==> config.mk <==
export PLATFORM = sky130hd
export DESIGN_NAME = decode_top
export DESIGN_NICKNAME = d
export VERILOG_FILES = /design/src/logic/decode_pkg.sv /design/src/logic/decode_result_if.sv /design/src/logic/decode_stage.sv /design/src/logic/decode_top.sv /design/src/logic/decoder_2ri12.sv /design/src/logic/decoder_3r.sv
export VERILOG_INCLUDE_DIRS = /design/src /design/src/logic
export SDC_FILE = /design/constraint.sdc
export NUM_CORES = 1
export LEC_CHECK = 0
export BUFFER_PORTS_ARGS = -buffer_cell sky130_fd_sc_hd__clkbuf_2
export CORE_MARGIN = 2
export CORE_UTILIZATION = 40
export DETAILED_ROUTE_END_ITERATION = 16
export GPL_TIMING_DRIVEN = 0
export PLACE_DENSITY = 0.68
export SYNTH_ARGS = -nofsm -noshare
export SYNTH_HDL_FRONTEND = slang
export SYNTH_SLANG_ARGS = --single-unit
==> constraint.sdc <==
create_clock -name clk -period 1.65 [get_ports clk]
set_input_delay 0.165 -clock clk [delete_from_list [all_inputs] [get_ports clk]]
set_output_delay 0.165 -clock clk [all_outputs]
set_load 0.03 [all_outputs]
==> src/logic/decode_params.svh <==
`ifndef DECODE_PARAMS_SVH
`define DECODE_PARAMS_SVH

// Instruction, PC and immediate width
`define DECODE_DATA_WIDTH 32

// General register file size and register address width
`define DECODE_GPR_NUM 32
`define DECODE_REG_ADDR_WIDTH $clog2(`DECODE_GPR_NUM)

// Encoded ALU control widths
`define DECODE_ALU_OP_WIDTH 8
`define DECODE_ALU_SEL_WIDTH 3

`endif

==> src/logic/decode_pkg.sv <==
`include "decode_params.svh"

package decode_pkg;

    // Word from the fetch side together with its PC
    typedef struct packed {
        logic [`DECODE_DATA_WIDTH-1:0] instr;
        logic [`DECODE_DATA_WIDTH-1:0] pc;
    } instr_info_t;

    // 3R major opcodes, matched against instr[31:15]
    typedef enum logic [16:0] {
        op_add_w    = 17'h00020,
        op_sub_w    = 17'h00022,
        op_slt      = 17'h00024,
        op_sltu     = 17'h00025,
        op_nor      = 17'h00028,
        op_and      = 17'h00029,
        op_or       = 17'h0002a,
        op_xor      = 17'h0002b,
        op_sll_w    = 17'h0002e,
        op_srl_w    = 17'h0002f,
        op_sra_w    = 17'h00030,
        op_mul_w    = 17'h00038,
        op_mulh_w   = 17'h00039,
        op_mulh_wu  = 17'h0003a,
        op_div_w    = 17'h00040,
        op_mod_w    = 17'h00041,
        op_div_wu   = 17'h00042,
        op_mod_wu   = 17'h00043,
        op_break    = 17'h00054,
        op_syscall  = 17'h00056,
        op_idle     = 17'h00c91,
        op_invtlb   = 17'h00c93,
        op_dbar     = 17'h070e4,
        op_ibar     = 17'h070e5
    } op_3r_e;

    // 2RI12 opcodes, matched against instr[31:22]
    typedef enum logic [9:0] {
        op_slti   = 10'h008,
        op_sltui  = 10'h009,
        op_addi_w = 10'h00a,
        op_andi   = 10'h00d,
        op_ori    = 10'h00e,
        op_xori   = 10'h00f
    } op_2ri12_e;

    typedef enum logic [`DECODE_ALU_OP_WIDTH-1:0] {
        alu_nop     = 8'h00,
        alu_add     = 8'h01,
        alu_sub     = 8'h02,
        alu_slt     = 8'h03,
        alu_sltu    = 8'h04,
        alu_nor     = 8'h05,
        alu_and     = 8'h06,
        alu_or      = 8'h07,
        alu_xor     = 8'h08,
        alu_sll     = 8'h09,
        alu_srl     = 8'h0a,
        alu_sra     = 8'h0b,
        alu_mul     = 8'h0c,
        alu_mulh    = 8'h0d,
        alu_mulhu   = 8'h0e,
        alu_div     = 8'h0f,
        alu_divu    = 8'h10,
        alu_mod     = 8'h11,
        alu_modu    = 8'h12,
        alu_break   = 8'h13,
        alu_syscall = 8'h14,
        alu_idle    = 8'h15,
        alu_invtlb  = 8'h16
    } alu_op_e;

    // Result class picked by the execute stage
    typedef enum logic [`DECODE_ALU_SEL_WIDTH-1:0] {
        sel_nop   = 3'b000,
        sel_logic = 3'b001,
        sel_shift = 3'b010,
        sel_arith = 3'b100
    } alu_sel_e;

    typedef struct packed {
        // Bit 0 for rj, bit 1 for rk
        logic [1:0]                          reg_read_valid;
        // Packed as {rk, rj}
        logic [2*`DECODE_REG_ADDR_WIDTH-1:0] reg_read_addr;
        logic                                reg_write_valid;
        logic [`DECODE_REG_ADDR_WIDTH-1:0]   reg_write_addr;
        logic                                use_imm;
        logic [`DECODE_DATA_WIDTH-1:0]       imm;
        alu_op_e                             aluop;
        alu_sel_e                            alusel;
        logic                                instr_break;
        logic                                instr_syscall;
    } decode_result_t;

endpackage

==> src/logic/decode_result_if.sv <==
`timescale 1ns/1ns

interface decode_result_if;
    import decode_pkg::*;

    // Decoder claims the current word
    logic           hit;
    // Decoded fields, only meaningful with hit
    decode_result_t result;

    modport dec (
        output hit,
        output result
    );

    modport stage (
        input hit,
        input result
    );

endinterface

==> src/logic/decode_stage.sv <==
`timescale 1ns/1ns
`include "decode_params.svh"

module decode_stage (
    input  logic                          clk,
    input  logic                          arst_n_i,
    input  logic                          in_valid_i,
    output logic                          in_ready_o,
    input  logic [`DECODE_DATA_WIDTH-1:0] in_pc_i,
    decode_result_if.stage                res_3r,
    decode_result_if.stage                res_2ri12,
    output logic                          out_valid_o,
    input  logic                          out_ready_i,
    output logic [`DECODE_DATA_WIDTH-1:0] out_pc_o,
    output decode_pkg::decode_result_t    out_result_o,
    output logic                          out_illegal_o
);
    import decode_pkg::*;

    decode_result_t sel_result;
    logic           sel_illegal;
    logic           in_fire;

    // At most one decoder claims a word
    always_comb begin
        sel_illegal = 1'b0;
        if (res_3r.hit) begin
            sel_result = res_3r.result;
        end else if (res_2ri12.hit) begin
            sel_result = res_2ri12.result;
        end else begin
            sel_result  = '0;
            sel_illegal = 1'b1;
        end
    end

    // Accept when empty or when the held result leaves this cycle
    assign in_ready_o = !out_valid_o || out_ready_i;
    assign in_fire    = in_valid_i && in_ready_o;

    always_ff @(posedge clk or negedge arst_n_i) begin
        if (!arst_n_i) begin
            out_valid_o   <= 1'b0;
            out_pc_o      <= '0;
            out_result_o  <= '0;
            out_illegal_o <= 1'b0;
        end else if (in_fire) begin
            out_valid_o   <= 1'b1;
            out_pc_o      <= in_pc_i;
            out_result_o  <= sel_result;
            out_illegal_o <= sel_illegal;
        end else if (out_ready_i) begin
            out_valid_o <= 1'b0;
        end
    end

    // The two format decoders cover disjoint opcode spaces
    hit_exclusive_a: assert property (
        @(posedge clk) disable iff (!arst_n_i)
        in_valid_i |-> !(res_3r.hit && res_2ri12.hit)
    ) else $error("decode_stage: both decoders claim the same word");

    // Held result must not change while the consumer stalls
    stall_stable_a: assert property (
        @(posedge clk) disable iff (!arst_n_i)
        (out_valid_o && !out_ready_i) |=>
            (out_valid_o && $stable(out_pc_o) && $stable(out_result_o)
             && $stable(out_illegal_o))
    ) else $error("decode_stage: output changed during stall");

endmodule

==> src/logic/decode_top.sv <==
`timescale 1ns/1ns
`include "decode_params.svh"

module decode_top (
    input  logic                                clk,
    input  logic                                arst_n_i,
    input  logic                                in_valid_i,
    output logic                                in_ready_o,
    input  logic [`DECODE_DATA_WIDTH-1:0]       in_instr_i,
    input  logic [`DECODE_DATA_WIDTH-1:0]       in_pc_i,
    output logic                                out_valid_o,
    input  logic                                out_ready_i,
    output logic [`DECODE_DATA_WIDTH-1:0]       out_pc_o,
    output logic [1:0]                          out_reg_read_valid_o,
    output logic [2*`DECODE_REG_ADDR_WIDTH-1:0] out_reg_read_addr_o,
    output logic                                out_reg_write_valid_o,
    output logic [`DECODE_REG_ADDR_WIDTH-1:0]   out_reg_write_addr_o,
    output logic                                out_use_imm_o,
    output logic [`DECODE_DATA_WIDTH-1:0]       out_imm_o,
    output logic [`DECODE_ALU_OP_WIDTH-1:0]     out_aluop_o,
    output logic [`DECODE_ALU_SEL_WIDTH-1:0]    out_alusel_o,
    output logic                                out_break_o,
    output logic                                out_syscall_o,
    output logic                                out_illegal_o
);
    import decode_pkg::*;

    instr_info_t    instr_info;
    decode_result_t out_result;

    assign instr_info.instr = in_instr_i;
    assign instr_info.pc    = in_pc_i;

    // One result channel per format decoder
    decode_result_if res_3r_if ();
    decode_result_if res_2ri12_if ();

    decoder_3r decoder_3r_inst (
        .instr_info_i (instr_info),
        .res          (res_3r_if.dec)
    );

    decoder_2ri12 decoder_2ri12_inst (
        .instr_info_i (instr_info),
        .res          (res_2ri12_if.dec)
    );

    decode_stage decode_stage_inst (
        .clk           (clk),
        .arst_n_i      (arst_n_i),
        .in_valid_i    (in_valid_i),
        .in_ready_o    (in_ready_o),
        .in_pc_i       (in_pc_i),
        .res_3r        (res_3r_if.stage),
        .res_2ri12     (res_2ri12_if.stage),
        .out_valid_o   (out_valid_o),
        .out_ready_i   (out_ready_i),
        .out_pc_o      (out_pc_o),
        .out_result_o  (out_result),
        .out_illegal_o (out_illegal_o)
    );

    // Flatten the registered result onto plain ports
    assign out_reg_read_valid_o  = out_result.reg_read_valid;
    assign out_reg_read_addr_o   = out_result.reg_read_addr;
    assign out_reg_write_valid_o = out_result.reg_write_valid;
    assign out_reg_write_addr_o  = out_result.reg_write_addr;
    assign out_use_imm_o         = out_result.use_imm;
    assign out_imm_o             = out_result.imm;
    assign out_aluop_o           = out_result.aluop;
    assign out_alusel_o          = out_result.alusel;
    assign out_break_o           = out_result.instr_break;
    assign out_syscall_o         = out_result.instr_syscall;

endmodule

==> src/logic/decoder_2ri12.sv <==
`timescale 1ns/1ns
`include "decode_params.svh"

// 2RI12 format {opcode[10], si12[12], rj[5], rd[5]}
module decoder_2ri12 (
    input  decode_pkg::instr_info_t instr_info_i,
    decode_result_if.dec            res
);
    import decode_pkg::*;

    logic [`DECODE_DATA_WIDTH-1:0]     instr;
    logic [`DECODE_REG_ADDR_WIDTH-1:0] rd;
    logic [`DECODE_REG_ADDR_WIDTH-1:0] rj;
    logic [11:0]                       imm12;
    op_2ri12_e                         opcode;
    logic                              hit;
    logic                              sign_ext;
    decode_result_t                    dec;

    assign instr  = instr_info_i.instr;
    assign rd     = instr[4:0];
    assign rj     = instr[9:5];
    assign imm12  = instr[21:10];
    assign opcode = op_2ri12_e'(instr[31:22]);

    always_comb begin
        // Single read of rj, write of rd, immediate as second operand
        hit                 = 1'b1;
        sign_ext            = 1'b1;
        dec                 = '0;
        dec.reg_read_valid  = 2'b01;
        dec.reg_read_addr   = {{`DECODE_REG_ADDR_WIDTH{1'b0}}, rj};
        dec.reg_write_valid = 1'b1;
        dec.reg_write_addr  = rd;
        dec.use_imm         = 1'b1;
        dec.aluop           = alu_nop;
        dec.alusel          = sel_nop;

        case (opcode)
            op_addi_w: begin dec.aluop = alu_add;  dec.alusel = sel_arith; end
            op_slti:   begin dec.aluop = alu_slt;  dec.alusel = sel_arith; end
            op_sltui:  begin dec.aluop = alu_sltu; dec.alusel = sel_arith; end
            // Logic immediates are zero-extended
            op_andi:   begin dec.aluop = alu_and;  dec.alusel = sel_logic; sign_ext = 1'b0; end
            op_ori:    begin dec.aluop = alu_or;   dec.alusel = sel_logic; sign_ext = 1'b0; end
            op_xori:   begin dec.aluop = alu_xor;  dec.alusel = sel_logic; sign_ext = 1'b0; end
            default: begin
                hit = 1'b0;
                dec = '0;
            end
        endcase

        if (hit) begin
            dec.imm = sign_ext ? {{(`DECODE_DATA_WIDTH-12){imm12[11]}}, imm12}
                               : {{(`DECODE_DATA_WIDTH-12){1'b0}}, imm12};
        end
    end

    assign res.hit    = hit;
    assign res.result = dec;

endmodule

==> src/logic/decoder_3r.sv <==
`timescale 1ns/1ns
`include "decode_params.svh"

// 3R format {opcode[17], rk[5], rj[5], rd[5]}
module decoder_3r (
    input  decode_pkg::instr_info_t instr_info_i,
    decode_result_if.dec            res
);
    import decode_pkg::*;

    logic [`DECODE_DATA_WIDTH-1:0]     instr;
    logic [`DECODE_REG_ADDR_WIDTH-1:0] rd;
    logic [`DECODE_REG_ADDR_WIDTH-1:0] rj;
    logic [`DECODE_REG_ADDR_WIDTH-1:0] rk;
    op_3r_e                            opcode;
    logic                              hit;
    logic                              no_regs;
    decode_result_t                    dec;

    assign instr  = instr_info_i.instr;
    assign rd     = instr[4:0];
    assign rj     = instr[9:5];
    assign rk     = instr[14:10];
    assign opcode = op_3r_e'(instr[31:15]);

    always_comb begin
        // Register-register form unless the opcode says otherwise
        hit                 = 1'b1;
        no_regs             = 1'b0;
        dec                 = '0;
        dec.reg_read_valid  = 2'b11;
        dec.reg_read_addr   = {rk, rj};
        dec.reg_write_valid = 1'b1;
        dec.reg_write_addr  = rd;
        dec.aluop           = alu_nop;
        dec.alusel          = sel_nop;

        case (opcode)
            op_break: begin
                no_regs         = 1'b1;
                dec.aluop       = alu_break;
                dec.instr_break = 1'b1;
            end
            op_syscall: begin
                no_regs = 1'b1;
                // Code 0x11 is the simulation stop marker, kept as a NOP
                if (instr[14:0] != 15'h11) begin
                    dec.aluop         = alu_syscall;
                    dec.instr_syscall = 1'b1;
                end
            end
            op_add_w:   begin dec.aluop = alu_add;   dec.alusel = sel_arith; end
            op_sub_w:   begin dec.aluop = alu_sub;   dec.alusel = sel_arith; end
            op_slt:     begin dec.aluop = alu_slt;   dec.alusel = sel_arith; end
            op_sltu:    begin dec.aluop = alu_sltu;  dec.alusel = sel_arith; end
            op_nor:     begin dec.aluop = alu_nor;   dec.alusel = sel_logic; end
            op_and:     begin dec.aluop = alu_and;   dec.alusel = sel_logic; end
            op_or:      begin dec.aluop = alu_or;    dec.alusel = sel_logic; end
            op_xor:     begin dec.aluop = alu_xor;   dec.alusel = sel_logic; end
            op_sll_w:   begin dec.aluop = alu_sll;   dec.alusel = sel_shift; end
            op_srl_w:   begin dec.aluop = alu_srl;   dec.alusel = sel_shift; end
            op_sra_w:   begin dec.aluop = alu_sra;   dec.alusel = sel_shift; end
            op_mul_w:   begin dec.aluop = alu_mul;   dec.alusel = sel_arith; end
            op_mulh_w:  begin dec.aluop = alu_mulh;  dec.alusel = sel_arith; end
            op_mulh_wu: begin dec.aluop = alu_mulhu; dec.alusel = sel_arith; end
            op_div_w:   begin dec.aluop = alu_div;   dec.alusel = sel_arith; end
            op_div_wu:  begin dec.aluop = alu_divu;  dec.alusel = sel_arith; end
            op_mod_w:   begin dec.aluop = alu_mod;   dec.alusel = sel_arith; end
            op_mod_wu:  begin dec.aluop = alu_modu;  dec.alusel = sel_arith; end
            op_idle, op_dbar, op_ibar: begin
                // Barriers are treated like idle for now
                dec.aluop  = alu_idle;
                dec.alusel = sel_nop;
            end
            op_invtlb: begin
                // rd field carries the invalidate op, not a register
                dec.aluop           = alu_invtlb;
                dec.use_imm         = 1'b1;
                dec.imm             = {{(`DECODE_DATA_WIDTH-5){1'b0}}, instr[4:0]};
                dec.reg_write_valid = 1'b0;
                dec.reg_write_addr  = '0;
            end
            default: begin
                // Not a 3R word
                hit = 1'b0;
                dec = '0;
            end
        endcase

        if (no_regs) begin
            dec.reg_read_valid  = 2'b00;
            dec.reg_read_addr   = '0;
            dec.reg_write_valid = 1'b0;
            dec.reg_write_addr  = '0;
        end
    end

    assign res.hit    = hit;
    assign res.result = dec;

endmodule

==> summary.md <==
| Metric | Value |
|---|---|
| Crit path kind | input port to flip-flop |
| Ranking of synthesized cells by area | dfrtp_1 47%, nand2_1 12%, buf_4 4.4% |
| Cells after synthesis | 459 |
| Clock Path Buffers | 2 |
| Initial antenna violation count | 0 |
| Fin nets | slightly above 700 |
| Routed WL | 12680 um |
| DRC | 0 |
| Util after Layout | 57.67% |
| Worst-path maximum fanout | 10 |
| Post-place setup slack | -0.5747 ns |
| Post-Place Cell Area | 5096 um2 |
| Vias in the first global route | 4005 |
| Sequential area share after synthesis | 46.88% |
| Slew @ Worst Pin | 0.5544 ns |
| Die H | 104.7 um |
| Placed cell count | 755 |
| Worst-skew pair later-pin latency | 0.35 ns |
| IO Pins | approximately 170 |
| Post-synth EDFFs | 0 |
| Core box area | 9819 um2 |
| Num CTS Buffers | 9 |
| Final hold violations | 0 |
| Cell leakage power | 2.891 nW |
| Mapped cell area | about 4100 um2 |
| Worst endpoint required time | between 1.5 and 2 ns |
| Slack of the critical path | -0.01503 ns |
| Wire per inst | 16.09 um |
| Rows | 36 |
| Grt ovf | 0 |
| Top Family by Delay on Critical Path | simple AND/OR/NAND/NOR gates |
| Crit-path max cell delay | between 0.5 and 0.6 ns |
| Failing checks | negative setup slack |
| Min-delay worst type | input port to flip-flop |
| Most frequent cells in the layout | 167 x clkbuf_2, 132 x nand2_1, 75 x dfrtp_1, 30 x buf_4, 18 x nor2_1 |
| First-pass GRT wire length | 20130 um |
| Commonest non-fill, non-tap cell in the layout | clkbuf_2 |
| Initial drt markers | 314 |
| Clock Skew | 0.007587 ns |
| Share of cells above drive strength 1 | 41.22% |
| Syn Area/Cell | 8.837 um2 |
| FFs w/ async S/R, synth | 100.0% |
| Gr usage total | 22.88% |
| # diodes | 0 |
| Final setup violation count | 1 |
| Synth-to-Final Area Change | 39.61% |
| Die area | 10960 um2 |
| Primary FF master, synth | dfrtp_1 |
| Final Cycle Share | 100.9% |
| Vias | 4187 |
| CTS tree | done |
| Final Instance Area | about 5700 um2 |
| CTS root buffer | clkbuf_8 |
| Pwr Total | 4.846 mW |
| Rel. slew slack | 62.76% |
| Synth warn | 0 |
| Worst VDD drop | 0.4752 mV |
| Run status | finished, violations left |
| Critical Path, Cell by Cell | buf_6 > buf_4 > or2_2 > or3b_2 > a21oi_4 > o31ai_4 > a32o_1 |
| Hpwl dp | 9458 um |
| Max Slew Vio Count | 0 |
| Yosys reg bits | 76 |
| Die X | 104.7 um |
| Synth area leader | dfrtp_1 |
| Max-Cap Viols | 0 |
| Critical path data arrival time | 1.90 ns |
| Fin Setup TNS | -0.01503 ns |
| Finished Layout Cells | 788 |
| Vias/cell | between 5 and 6 |
| Slowest-stage cell, CP | or3b_2 |
| DRT Pass-1 Iters | 5 |
| Final worst path period need | 1.665 ns |
| Buf/Inv on CP | 2 |
| RSZ-0062 raised after global routing | true |
| WHS | 0.01354 ns |
| I/O Buffers | between 150 and 200 |
| Post-synth top area share | 46.88% |
| CP Capture Type | flip-flop |
| Power Density | about 860 nW/um2 |
| Worst-path clk slew | around 0.08 ns |
| Initial core utilization | 41.31% |
| Antenna viol nets, final | 0 |
| H-tree depth | 3 |
| Largest net degree at the start of global routing | 47 |
| Placer Congestion | between 0.9 and 1 |
| Yosys cell types | 66 |
| Fmax | 0.6006 GHz |
| Critical path launch point type | input port |
| Sink Count | 76 |
what timing repair did:
item | in CTS | in global routing
pin swaps | 3 | 3
buffers inserted | 1 | 3
hold buffers | 10 | 2
gates resized for setup | 19 | 35
endpoints found under the hold margin | 39 | 2
cloned | 0 | 1
setup endpoints to repair | 76 | 48
registers in the layout, indices dropped and copies added, names as in the netlist:
name                             cells
decode_stage_inst.out_illegal_o      1
decode_stage_inst.out_valid_o        1
decode_stage_inst.out_pc_o          32
decode_stage_inst.out_result_o      42
worst reg2reg max path, stage by stage, from the launching register on:
cell,delay (ns)
dfrtp_1,0.38
nand2b_2,0.11
nand2_2,0.18
clkbuf_1,0.45
mux2i_1,0.25
a21oi_1,0.06
synthesized netlist by cell type (2+ instances only):
master,n
buf_1,2
nor4_1,5
nand2_1,133
a22o_1,7
clkbuf_1,17
mux2i_1,5
buf_4,24
o31ai_1,4
nor3_2,2
o32ai_1,2
nor4b_1,5
or4_4,2
nor2b_1,6
a31oi_1,6
o21ai_0,9
a21oi_1,13
buf_2,7
a22oi_1,11
nand4b_1,2
nand2b_1,3
nor4bb_1,2
nor3b_1,4
o21ai_1,7
nand4_1,16
or3_1,3
nand3_1,7
nor2_1,20
nand3b_1,2
o211ai_1,3
and2_1,2
inv_1,4
buf_6,4
o21ai_2,5
nor3_1,7
a211oi_1,2
dfrtp_1,76
report_power, final:
group / switching, mW / internal [mW]
Combinational: 0.751 / 0.350
Clock: 0.745 / 0.909
Sequential: 0.0832 / 2.01
Total: 1.58 / 3.27
cells by family (layout without fill, tap and decap cells):
kind of cell | Yosys count | count (layout) | synth area share, %
other cells | 1 | 3 | 0.09245
flops | 76 | 76 | 46.88
simple gates | 233 | 233 | 28.10
mux | 6 | 6 | 1.511
compound gates | 85 | 85 | 14.87
buf+inv | 58 | 252 | 8.544
worst paths after layout:
check / startpoint / end / slack (ns) / cells past startpoint
worst max-delay path: in_instr_i[31] / decode_stage_inst.out_illegal_o / -0.02 / 7
worst min-delay path: in_pc_i[24] / decode_stage_inst.out_pc_o[24] / 0.01 / 3
worst max register to register: decode_stage_inst.out_valid_o / decode_stage_inst.out_result_o[49] / 0.10 / 5
worst min register to register: decode_stage_inst.out_pc_o[31] / decode_stage_inst.out_pc_o[31] / 0.48 / 2
max in group asynchronous: arst_n_i / decode_stage_inst.out_result_o[18] / 0.76 / 3
min in group asynchronous: arst_n_i / decode_stage_inst.out_pc_o[19] / 0.32 / 2
final cells by class:
cell class,instances,area [um2]
buffer,54,366.6
clock buffer,10,137.6
clock inverter,6,96.34
fill,924,4156
inverter,4,15.01
multi-input combinational,327,1973
sequential,76,1903
tap,133,166.4
timing repair buffer,178,1005
routing by layer:
layer | track usage (%) | wire length (um)
met5 | 0 | 0
met4 | 5.143 | 197
met3 | 5.739 | 990
met2 | 37.96 | 5939
met1 | 30.34 | 5555
(Power assumes the default switching activity.)
